File: config.mk
export PLATFORM = sky130hd
export DESIGN_NAME = pt2272_decoder_top
export DESIGN_NICKNAME = d
export VERILOG_FILES = /design/src/pt2272_pkg.sv /design/src/pt2272_sym_if.sv /design/src/pt2272_pulse_meter.sv /design/src/pt2272_frame_checker.sv /design/src/pt2272_apb_regs.sv /design/src/pt2272_decoder_top.sv
export SDC_FILE = /design/constraint.sdc
export NUM_CORES = 1
export LEC_CHECK = 0
export BUFFER_PORTS_ARGS = -buffer_cell sky130_fd_sc_hd__buf_2
export CORE_UTILIZATION = 35
export DETAILED_ROUTE_END_ITERATION = 6
export PLACE_DENSITY_LB_ADDON = 0.25
export SLEW_MARGIN = 20
export SYNTH_ARGS = -nofsm -noshare
export SYNTH_HDL_FRONTEND = slang
export SYNTH_HIERARCHICAL = 1
export SYNTH_SLANG_ARGS = --single-unit
File: constraint.sdc
create_clock -name clk -period 6.6 [get_ports clk]
set_input_delay 0.99 -clock clk [delete_from_list [all_inputs] [get_ports clk]]
set_output_delay 0.99 -clock clk [all_outputs]
set_load 0.1 [all_outputs]
File: src/pt2272_pkg.sv
`default_nettype none

package pt2272_pkg;

    // Two-bit trit codes, also the encoding of the ADDR register
    typedef enum logic [1:0] {
        TRIT_ZERO  = 2'b00,             // Bit-pulses 0,0
        TRIT_FLOAT = 2'b01,             // Bit-pulses 0,1
        TRIT_BAD   = 2'b10,             // Bit-pulses 1,0, never sent by an encoder
        TRIT_ONE   = 2'b11              // Bit-pulses 1,1
    } pt_trit_e;

    // One received frame, seen as a trit list or as address and data fields
    typedef union packed {
        pt_trit_e [11:0] raw;           // Index 0 is the first trit on the line
        struct packed {
            pt_trit_e [3:0] data;       // Trits 8 to 11
            pt_trit_e [7:0] addr;       // Trits 0 to 7, same layout as ADDR
        } fields;
    } pt_frame_u;

    // Pulse timing, all in units of the encoder base period
    localparam int SHORT_ALPHA       = 4;    // Short phase
    localparam int LONG_ALPHA        = 12;   // Long phase
    localparam int SYNC_LOW_ALPHA    = 124;  // Nominal sync low phase
    localparam int SYNC_DETECT_ALPHA = 120;  // Sync accepted at this low length
    localparam int TOL_ALPHA         = 1;    // Window half width for short and long
    localparam int SILENCE_ALPHA     = 256;  // Line idle from here on
    localparam int TRITS_PER_FRAME   = 12;

    // APB register map
    localparam logic [7:0] REG_CTRL   = 8'h00;  // Bit 0 enable
    localparam logic [7:0] REG_ADDR   = 8'h04;  // 8 trit codes
    localparam logic [7:0] REG_STATUS = 8'h08;  // vt and confirm count, read only
    localparam logic [7:0] REG_DATA   = 8'h0C;  // Confirmed data, read only
    localparam logic [7:0] REG_FRAME  = 8'h10;  // Last complete frame, read only

endpackage

`default_nettype wire

File: src/pt2272_sym_if.sv
`timescale 1ns/1ps
`default_nettype none

// Symbol events from the pulse meter to the frame checker
interface pt2272_sym_if import pt2272_pkg::*; ();

    logic     sym_valid;    // One-cycle pulse, sym_trit holds a new trit
    pt_trit_e sym_trit;     // Decoded trit, meaningful with sym_valid
    logic     sym_sync;     // One-cycle pulse, sync pulse seen
    logic     sym_error;    // One-cycle pulse, malformed pulse or pair
    logic     silence;      // Level, line low for SILENCE_ALPHA or more

    // Producer side, pulse meter
    modport meter (
        output sym_valid,
        output sym_trit,
        output sym_sync,
        output sym_error,
        output silence
    );

    // Consumer side, frame checker
    modport chk (
        input sym_valid,
        input sym_trit,
        input sym_sync,
        input sym_error,
        input silence
    );

endinterface

`default_nettype wire

File: src/pt2272_pulse_meter.sv
`timescale 1ns/1ps
`default_nettype none

module pt2272_pulse_meter import pt2272_pkg::*; #(
    parameter int CLK_PER_ALPHA = 4
) (
    input  logic        clk,
    input  logic        reset,
    input  logic        cod_i,
    pt2272_sym_if.meter sym_o
);

    localparam int TW = $clog2(CLK_PER_ALPHA + 1);  // Divider width
    localparam int HW = 8;                          // High counter, saturating
    localparam int LW = $clog2(SILENCE_ALPHA + 1);  // Low counter, stops at silence

    logic          cod_s1;
    logic          cod_s2;
    logic          cod_d;
    logic          rise;
    logic [TW-1:0] div_cnt;
    logic          tick;
    logic [HW-1:0] high_cnt;
    logic [LW-1:0] low_cnt;
    logic          ignore_q;    // Next rise only restarts the measurement
    logic          half_q;      // First bit-pulse of a pair held
    logic          first_q;     // Value of that first bit-pulse
    logic          bit_ok;
    logic          bit_val;
    logic          sync_hit;
    logic          pair_done;

    function automatic logic in_window(input int cnt, input int centre);
        return (cnt >= centre - TOL_ALPHA) && (cnt <= centre + TOL_ALPHA);
    endfunction

    always_ff @(posedge clk or posedge reset) begin
        if (reset) begin
            cod_s1 <= 1'b0;
            cod_s2 <= 1'b0;
            cod_d  <= 1'b0;
        end else begin
            cod_s1 <= cod_i;                        // Two-flop synchronizer
            cod_s2 <= cod_s1;
            cod_d  <= cod_s2;                       // Previous level for edge detect
        end
    end

    assign rise = cod_s2 & ~cod_d;
    assign tick = (div_cnt == TW'(CLK_PER_ALPHA - 1));

    always_ff @(posedge clk or posedge reset) begin
        if (reset) begin
            div_cnt  <= '0;
            high_cnt <= '0;
            low_cnt  <= '0;
        end else begin
            div_cnt <= tick ? '0 : div_cnt + 1'b1;  // Free running alpha divider
            if (rise) begin
                high_cnt <= '0;                     // New pulse starts here
                low_cnt  <= '0;
            end else if (tick) begin
                if (cod_s2) begin
                    if (high_cnt != '1) high_cnt <= high_cnt + 1'b1;
                end else if (low_cnt != LW'(SILENCE_ALPHA)) begin
                    low_cnt <= low_cnt + 1'b1;
                end
            end
        end
    end

    // Short high with long low is a 0, long high with short low is a 1
    assign bit_ok = (in_window(high_cnt, SHORT_ALPHA) && in_window(low_cnt, LONG_ALPHA))
                 || (in_window(high_cnt, LONG_ALPHA) && in_window(low_cnt, SHORT_ALPHA));
    assign bit_val = in_window(high_cnt, LONG_ALPHA);
    assign sync_hit = ~cod_s2 && !ignore_q && in_window(high_cnt, SHORT_ALPHA)
                   && (low_cnt == LW'(SYNC_DETECT_ALPHA));   // Fires before the next rise
    assign pair_done = rise && !ignore_q && bit_ok && half_q;
    assign sym_o.silence = (low_cnt == LW'(SILENCE_ALPHA));

    always_ff @(posedge clk or posedge reset) begin
        if (reset) begin
            sym_o.sym_valid <= 1'b0;
            sym_o.sym_sync  <= 1'b0;
            sym_o.sym_error <= 1'b0;
            ignore_q        <= 1'b1;                // First rise after reset is not a pulse end
            half_q          <= 1'b0;
            first_q         <= 1'b0;
        end else begin
            sym_o.sym_valid <= 1'b0;
            sym_o.sym_sync  <= 1'b0;
            sym_o.sym_error <= 1'b0;
            if (sync_hit) begin
                sym_o.sym_sync <= 1'b1;
                ignore_q       <= 1'b1;             // Rise after sync closes no pulse
                half_q         <= 1'b0;
            end else if (rise) begin
                if (ignore_q) begin
                    ignore_q <= 1'b0;
                    half_q   <= 1'b0;
                end else if (!bit_ok) begin
                    sym_o.sym_error <= 1'b1;        // Phase outside both windows
                    half_q          <= 1'b0;
                end else if (!half_q) begin
                    half_q  <= 1'b1;
                    first_q <= bit_val;
                end else begin
                    half_q <= 1'b0;
                    if (first_q && !bit_val) sym_o.sym_error <= 1'b1;  // Pair 1,0
                    else sym_o.sym_valid <= 1'b1;
                end
            end else if (sym_o.silence) begin
                ignore_q <= 1'b1;
                half_q   <= 1'b0;
            end
        end
    end

    // Trit code is the two bit-pulses side by side
    always_ff @(posedge clk) begin
        if (pair_done) sym_o.sym_trit <= pt_trit_e'({first_q, bit_val});
    end

endmodule

`default_nettype wire

File: src/pt2272_frame_checker.sv
`timescale 1ns/1ps
`default_nettype none

module pt2272_frame_checker import pt2272_pkg::*; (
    input  logic         clk,
    input  logic         reset,
    pt2272_sym_if.chk    sym_i,
    input  logic         enable_i,
    input  logic [15:0]  addr_cfg_i,
    output logic         frame_done_o,
    output pt_frame_u    frame_o,
    output logic         confirm_o,
    output logic         vt_o,
    output logic [3:0]   data_o
);

    pt_frame_u  asm_q;          // Frame under assembly
    logic [3:0] trit_cnt;       // Saturates one above a full frame
    logic       bad_q;          // Error seen since the last sync
    logic       prev_match_q;   // Last complete frame matched
    logic       addr_match;
    logic       data_ok;
    logic       match;
    logic       frame_take;
    logic       confirm;
    logic [3:0] data_nxt;

    assign addr_match = (asm_q.fields.addr == addr_cfg_i);  // Float only matches Float

    always_comb begin
        data_ok  = 1'b1;
        data_nxt = '0;
        for (int i = 0; i < 4; i++) begin
            if (asm_q.fields.data[i] == TRIT_FLOAT) data_ok = 1'b0;
            data_nxt[i] = (asm_q.fields.data[i] == TRIT_ONE);
        end
    end

    assign match      = addr_match && data_ok;
    assign frame_take = enable_i && sym_i.sym_sync && !bad_q
                     && (trit_cnt == 4'(TRITS_PER_FRAME));
    assign confirm    = match && prev_match_q && (asm_q == frame_o);  // Two equal frames

    always_ff @(posedge clk) begin
        if (enable_i && sym_i.sym_valid && trit_cnt < 4'(TRITS_PER_FRAME))
            asm_q.raw[trit_cnt] <= sym_i.sym_trit;  // Shift in at the next position
        if (frame_take) frame_o <= asm_q;
    end

    always_ff @(posedge clk or posedge reset) begin
        if (reset) begin
            trit_cnt     <= '0;
            bad_q        <= 1'b0;
            prev_match_q <= 1'b0;
            frame_done_o <= 1'b0;
            confirm_o    <= 1'b0;
            vt_o         <= 1'b0;
            data_o       <= '0;
        end else begin
            frame_done_o <= 1'b0;
            confirm_o    <= 1'b0;
            if (!enable_i || sym_i.silence) begin
                trit_cnt     <= '0;                 // Drop everything in progress
                bad_q        <= 1'b0;
                prev_match_q <= 1'b0;
                vt_o         <= 1'b0;
            end else if (sym_i.sym_error) begin
                bad_q        <= 1'b1;               // Frame is discarded at its sync
                prev_match_q <= 1'b0;
                vt_o         <= 1'b0;
            end else if (sym_i.sym_valid) begin
                if (trit_cnt <= 4'(TRITS_PER_FRAME)) trit_cnt <= trit_cnt + 1'b1;
            end else if (sym_i.sym_sync) begin
                trit_cnt <= '0;
                bad_q    <= 1'b0;
                if (frame_take) begin
                    frame_done_o <= 1'b1;
                    prev_match_q <= match;
                    if (!match) begin
                        vt_o <= 1'b0;
                    end else if (confirm) begin
                        vt_o      <= 1'b1;
                        confirm_o <= 1'b1;
                        data_o    <= data_nxt;
                    end
                end else begin
                    prev_match_q <= 1'b0;           // Wrong trit count
                    vt_o         <= 1'b0;
                end
            end
        end
    end

endmodule

`default_nettype wire

File: src/pt2272_apb_regs.sv
`timescale 1ns/1ps
`default_nettype none

module pt2272_apb_regs import pt2272_pkg::*; #(
    parameter int APB_AW = 8
) (
    input  logic              clk,
    input  logic              reset,
    input  logic              psel_i,
    input  logic              penable_i,
    input  logic              pwrite_i,
    input  logic [APB_AW-1:0] paddr_i,
    input  logic [31:0]       pwdata_i,
    output logic [31:0]       prdata_o,
    output logic              pready_o,
    output logic              pslverr_o,
    input  logic              frame_done_i,
    input  logic              confirm_i,
    input  logic              vt_i,
    input  pt_frame_u         frame_i,
    input  logic [3:0]        data_i,
    output logic              enable_o,
    output logic [15:0]       addr_cfg_o
);

    logic        access;
    logic        hit;           // Offset is in the map
    logic        read_only;
    logic [31:0] rd_data;
    logic        en_q;
    logic [15:0] addr_q;
    logic        vt_q;
    logic [7:0]  cnt_q;         // Confirmed frames, wraps
    logic [3:0]  data_q;
    pt_frame_u   frame_q;

    assign access = psel_i && penable_i;

    always_comb begin
        hit       = 1'b1;
        read_only = 1'b0;
        rd_data   = '0;
        case (paddr_i)
            APB_AW'(REG_CTRL):   rd_data = {31'b0, en_q};
            APB_AW'(REG_ADDR):   rd_data = {16'b0, addr_q};
            APB_AW'(REG_STATUS): begin
                read_only = 1'b1;
                rd_data   = {16'b0, cnt_q, 7'b0, vt_q};
            end
            APB_AW'(REG_DATA): begin
                read_only = 1'b1;
                rd_data   = {28'b0, data_q};
            end
            APB_AW'(REG_FRAME): begin
                read_only = 1'b1;
                rd_data   = {8'b0, frame_q.raw};
            end
            default: hit = 1'b0;
        endcase
    end

    assign prdata_o  = (access && !pwrite_i) ? rd_data : '0;  // Unmapped reads give zero
    assign pready_o  = 1'b1;                                  // No wait states
    assign pslverr_o = access && (!hit || (pwrite_i && read_only));
    assign enable_o   = en_q;
    assign addr_cfg_o = addr_q;

    always_ff @(posedge clk or posedge reset) begin
        if (reset) begin
            en_q    <= 1'b0;
            addr_q  <= '0;
            vt_q    <= 1'b0;
            cnt_q   <= '0;
            data_q  <= '0;
            frame_q <= '0;
        end else begin
            if (access && pwrite_i && hit && !read_only) begin
                if (paddr_i == APB_AW'(REG_CTRL)) en_q <= pwdata_i[0];
                else addr_q <= pwdata_i[15:0];      // Only ADDR is left writable
            end
            vt_q <= vt_i;                           // Status view lags the pin by one cycle
            if (confirm_i) begin
                cnt_q  <= cnt_q + 1'b1;
                data_q <= data_i;
            end
            if (frame_done_i) frame_q <= frame_i;
        end
    end

endmodule

`default_nettype wire

File: src/pt2272_decoder_top.sv
`timescale 1ns/1ps
`default_nettype none

module pt2272_decoder_top import pt2272_pkg::*; #(
    parameter int CLK_PER_ALPHA = 4,
    parameter int APB_AW        = 8
) (
    input  logic              clk,
    input  logic              reset,
    input  logic              cod_i,        // Serial code from the encoder
    input  logic              psel_i,
    input  logic              penable_i,
    input  logic              pwrite_i,
    input  logic [APB_AW-1:0] paddr_i,
    input  logic [31:0]       pwdata_i,
    output logic [31:0]       prdata_o,
    output logic              pready_o,
    output logic              pslverr_o,
    output logic [3:0]        data_o,       // Last confirmed data
    output logic              vt_o          // Valid transmission
);

    logic        enable;
    logic [15:0] addr_cfg;
    logic        frame_done;
    logic        confirm;
    pt_frame_u   frame;

    pt2272_sym_if sym_bus ();

    pt2272_pulse_meter #(
        .CLK_PER_ALPHA(CLK_PER_ALPHA)
    ) u_meter (
        .clk   (clk),
        .reset (reset),
        .cod_i (cod_i),
        .sym_o (sym_bus.meter)
    );

    pt2272_frame_checker u_checker (
        .clk          (clk),
        .reset        (reset),
        .sym_i        (sym_bus.chk),
        .enable_i     (enable),
        .addr_cfg_i   (addr_cfg),
        .frame_done_o (frame_done),
        .frame_o      (frame),
        .confirm_o    (confirm),
        .vt_o         (vt_o),
        .data_o       (data_o)
    );

    pt2272_apb_regs #(
        .APB_AW(APB_AW)
    ) u_regs (
        .clk          (clk),
        .reset        (reset),
        .psel_i       (psel_i),
        .penable_i    (penable_i),
        .pwrite_i     (pwrite_i),
        .paddr_i      (paddr_i),
        .pwdata_i     (pwdata_i),
        .prdata_o     (prdata_o),
        .pready_o     (pready_o),
        .pslverr_o    (pslverr_o),
        .frame_done_i (frame_done),
        .confirm_i    (confirm),
        .vt_i         (vt_o),
        .frame_i      (frame),
        .data_i       (data_o),
        .enable_o     (enable),
        .addr_cfg_o   (addr_cfg)
    );

endmodule

`default_nettype wire

# Yosys cells after proc, flatten, opt, wreduce, memory -nomap -nowiden

Index checks and enable logic that the tools add are counted.

Input port bits: 46
Register bits: 146
Word-level logic and storage cells: 213
Output and inout bits: 39

Equal/unequal tests: 25
Mux-type cells: 75
Add/subtract/negate cells: 5
Bitwise logic cells: 10
Reduce and logical (&&, ||, !) cells: 58
$lt $le $gt $ge: 12

Operator list:

| kind                | number |
|---|---|
| $pmux 24 s5         | 1 |
| $mux 1              | 56 |
| $mux 9              | 4 |
| $mux 8              | 4 |
| $logic_and 1x1->1   | 29 |
| $bwmux 24           | 1 |
| $eq 24x24->1        | 1 |
| $mux 24             | 1 |
| $mux 4              | 5 |
| $add 8x1->8 const B | 2 |
| $eq 16x16->1        | 1 |
| $eq 8x4->1 const B  | 2 |
| $reduce_and 3->1    | 4 |
| $add 9x1->9 const B | 1 |
| $eq 9x7->1 const B  | 1 |
| $eq 9x9->1 const B  | 1 |
| $ge 9x2->1 const B  | 1 |
| $ge 9x4->1 const B  | 1 |
| $le 9x3->1 const B  | 1 |
| $le 9x4->1 const B  | 1 |
| $ne 9x9->1 const B  | 1 |
| $not 1->1           | 9 |
| $reduce_bool 3->1   | 3 |
| $demux 2 s4         | 1 |
| 34 further kinds    | 53 |

# Logic depth before layout (Yosys ltp)

Depth after elaboration: 15
Gate-level depth with buffers: 10
Depth with buffers taken out: 9

# Cells and area by module

Netlist, hierarchy kept.

Modules (own cells, without submodules):

| module               | sequential area each (um^2) | area each (um^2) | times used | cells each |
|---|---|---|---|---|
| pt2272_apb_regs      | 1351.3                      | 2892.8           | 1          | 245 |
| pt2272_frame_checker | 1766.7                      | 2852.7           | 1          | 211 |
| pt2272_pulse_meter   | 787.0                       | 1665.3           | 1          | 162 |

# Worst setup path before layout

OpenSTA, ideal clock, no wires.

Path kind: input to output
Start: input paddr_i[1]
End: output prdata_o[0]
Buffers on the path: 1
Path slack: 2.070 ns
Arrival time: 3.540 ns
Data required time: 5.610 ns
Cell stages on the path: 4
Cell sequence: nor4_4 -> or4b_1 -> buf_2 -> a31oi_1

Longest elaborated chain between the ends: 3
Elaborated cells between the ends (all ways): 7
Classes of those cells: eq/ne: 4; mux: 2; reduce/logical: 1

RTL lines:

| item                                     | line                     | text |
|---|---|---|
| from (decl)                              | pt2272_decoder_top.sv:14 | `input logic [APB_AW-1:0] paddr_i,` |
| $eq 8x5->1, or another cell as far along | pt2272_apb_regs.sv:43    | `case (paddr_i)` |
| $pmux 24 s5 *                            | pt2272_apb_regs.sv:43    |  |
| $mux 24 *                                | pt2272_apb_regs.sv:62    | `assign prdata_o = (access && !pwrite_i) ? rd_data : '0;` |
| to (decl)                                | pt2272_decoder_top.sv:16 | `output logic [31:0] prdata_o,` |

Every way passes the cells marked *; elsewhere a longest branch is shown, timed or not.

# Final worst setup path

Start: input paddr_i[1]
End: output prdata_o[4]

Same word-level chain as after synthesis.

==> summary.md <==
| Metric | Value |
|---|---|
| Run status | finished, final reports clean |
| Row count | 52 |
| Pwr/cell area | 236 nW/µm² |
| Syn_area_per_cell | around 12 µm² |
| Hold Crit Depth | 0 |
| Slew HR | 29.0% |
| Depth of the most critical reg-to-reg path | 9 |
| DRC violations left | 0 |
| Hold Buf Count CTS | 0 |
| CP Launch Type | input port |
| Post_cts resized | 0 |
| Routed wire length | roughly 17000 µm |
| Worst-Skew Late Latency | about 0.43 ns |
| Global-route total usage across every layer | between 15 and 20% |
| First-pass GRT wire length | 27000 µm |
| DPL Wire Length | between 10000 and 15000 µm |
| CP Class | input port to output pin |
| Primary FF master, synth | dfrtp_1 |
| Largest buffer count on any clock path | 2 |
| Postcts setup bufs | 0 |
| Layout cells sized above 1 | a little under a quarter |
| DRT Pass-1 Iters | 4 |
| Die area | about 22000 µm² |
| FMAX | ~0.22 GHz |
| Async S/R FF share, synth | 65.8% |
| Routed Antenna Nets | 0 |
| Fin crit share | 69.6% |
| Initial DRC Count | 230 |
| Die X-Extent | roughly 150 µm |
| HP Class | flip-flop to flip-flop |
| Final min period | between 4 and 5 ns |
| Most frequent cells in the layout | dfrtp_1 (94), buf_2 (59), edfxtp_1 (50) |
| Grt total ovfl | 0 |
| Worst-margin pin slew | 1.06 ns |
| Post-Syn Instances | just over 600 |
| Vias in the first global route | about 4900 |
| Initial antenna violation count | 0 |
| Yosys cell types | 65 |
| RD Place Congestion | about 0.85 |
| Max cap viols | 0 |
| H-Tree Depth | 4 |
| Pin count of the biggest net entering global routing | between 50 and 60 |
| Slew Limit Fails | 0 |
| Worst path required time | 5.61 ns |
| Clk slew on worst S/H paths | approximately 0.06 ns |
| Synth Register Bits | roughly 150 |
| Num ports | 85 |
| Setup violators final | 0 |
| Yosys warnings | 6 |
| CTS Buf Count | 17 |
| Starting Density | roughly 36% |
| CP max FO | 18 |
| Post-synth EDFFs | 50 |
| Clk sinks | ~150 |
| Clock root cell | clkbuf_16 |
| Height of the die | 148 µm |
| IO buf count | 59 |
| CP arrival | around 3.6 ns |
| Wirelength per Cell | 17.7 µm |
| Lkg Pwr | 0.00351 µW |
| Nets@finish | approximately 720 |
| RSZ-0062 raised after global routing | no |
| Via density | between 5 and 6 |
| Core outline area | between 20000 and 25000 µm² |
| Ant diodes | 0 |
| CTS tree | built |
| Register area share after synthesis | 52.7% |
| Via count | between 4000 and 5000 |
| Commonest non-fill, non-tap cell in the layout | dfrtp_1 |
| Fin Clk Skew | approximately 0.011 ns |
| Maximum VDD drop | 169 µV |
| Synthesized area | between 7000 and 8000 µm² |
| Area Growth Syn to Fin | 14.2% |
| Final setup TNS | 0 ns |
| Worst setup EP type | output pin |
| Hold Fails Final Rpt | 0 |
| Min Hold Slack | about 0.37 ns |
## critical path, cell delays in order
cell	delay, ns
buf_2	0.13
nor4_4	0.79
or4b_1	0.88
a21oi_1	0.33
buf_2	0.47
## cells by family (layout without fill, tap and decap cells)
kind of cell             Yosys count  in the layout  share of synthesized area, %
AND/OR/NAND/NOR                  221            221                          19.9
flip-flops                       146            146                          52.7
AO/OA/AOI/OAI                     65             65                          6.16
multiplexers                      60             60                          9.03
buffers and inverters             60            114                          3.90
XOR/XNOR                          52             52                          6.15
adder cells (fa/ha/maj)           12             12                          2.03
other                              2              9                         0.101
## final timing paths
check | start | to | slack, ns
max | paddr_i[1] | prdata_o[4] | 2.01
min in group asynchronous | reset | u_checker/bad_q | 0.67
max reg2reg | u_meter/low_cnt[0] | u_checker/data_o[0] | 3.92
max in group asynchronous | reset | u_regs/frame_q[21] | 5.29
min | u_meter/cod_s1 | u_meter/cod_s2 | 0.37
min reg2reg | u_meter/cod_s1 | u_meter/cod_s2 | 0.37
## state kept, by name (all words and copies together), names as in the netlist, 2 cells and up
register,cells
u_checker/asm_q,24
u_checker/frame_o,24
u_regs/frame_q,24
u_regs/addr_cfg_o,16
u_meter/low_cnt,9
u_meter/high_cnt,8
u_regs/cnt_q,8
u_checker/data_o,4
u_checker/trit_cnt,4
u_regs/data_q,4
u_meter/div_cnt,3
u_meter/sym_o.sym_trit,2
## cell type report
| class | count | area [µm²] |
|---|---|---|
| Fill cell | 1945 | 12000 |
| Sequential cell | 146 | 3910 |
| Multi-Input combinational cell | 419 | 3250 |
| Clock buffer | 18 | 439 |
| Tap cell | 270 | 338 |
| Timing Repair Buffer | 61 | 310 |
| Clock inverter | 14 | 139 |
| Inverter | 21 | 78.8 |
## power by group
group / internal [µW] / switching, µW / total (µW) / leakage, µW
Clock: 563 / 381 / 944 / 0.000272
Sequential: 941 / 12.8 / 954 / 0.00167
Combinational: 26.4 / 76.9 / 103 / 0.00157
Total: 1530 / 471 / 2000 / 0.00351
## routing by layer
metal	part of all wire, %	vias to the layer above	track usage (%)	wire (µm)
met5	0	-	0	0
met4	2.1	0	6.60	359
met3	4.4	18	3.95	734
met2	50	105	27.0	8350
met1	44	2443	20.7	7380
li1	-	2338	-	-
## metrics by stage
stage / instances / total power (µW) / cell area [µm²] / utilization (%) / setup slack, ns
global route: 949 / 2070 / 8460 / 41.3 / 1.83
finish: 949 / 2000 / 8460 / 41.3 / 2.01
global placement: 917 / 1070 / 7880 / 38.5 / 2.01
floorplan: 625 / 1050 / 7440 / - / 2.07
detailed placement: 917 / 1080 / 7880 / 38.5 / 2.01
CTS: 949 / 2030 / 8460 / 41.3 / 2.01
## synthesized netlist by cell type (3+ instances only)
| cell | instances | area share, % |
|---|---|---|
| mux2i_1 | 8 | 1.1 |
| xnor2_1 | 6 | 0.71 |
| and4b_1 | 3 | 0.41 |
| and3b_1 | 16 | 1.9 |
| o211ai_1 | 9 | 0.91 |
| nand2b_1 | 7 | 0.59 |
| inv_1 | 20 | 1.0 |
| clkbuf_1 | 18 | 0.91 |
| nor3_1 | 12 | 0.81 |
| o21ai_0 | 8 | 0.54 |
| nand3b_1 | 4 | 0.41 |
| buf_4 | 10 | 1.0 |
| nand4_1 | 32 | 2.7 |
| or3_1 | 10 | 0.84 |
| nor2b_1 | 8 | 0.68 |
| o31ai_1 | 4 | 0.41 |
| nor4_1 | 12 | 1.0 |
| dfrtp_1 | 95 | 32 |
| nor4_4 | 8 | 2.3 |
| nand3_1 | 8 | 0.54 |
| a21oi_2 | 10 | 1.2 |
| or4_1 | 4 | 0.41 |
| edfxtp_1 | 50 | 20 |
| nand2_1 | 32 | 1.6 |
| a21oi_1 | 19 | 1.3 |
| ha_1 | 12 | 2.0 |
| nor2_1 | 19 | 0.96 |
| and3_1 | 8 | 0.68 |
| mux2_1 | 17 | 2.6 |
| nor3b_1 | 3 | 0.30 |
| mux2_2 | 34 | 5.2 |
| and2_1 | 19 | 1.6 |
| buf_2 | 8 | 0.54 |
| xor2_1 | 46 | 5.4 |
Power figures use the tool's default switching activity.
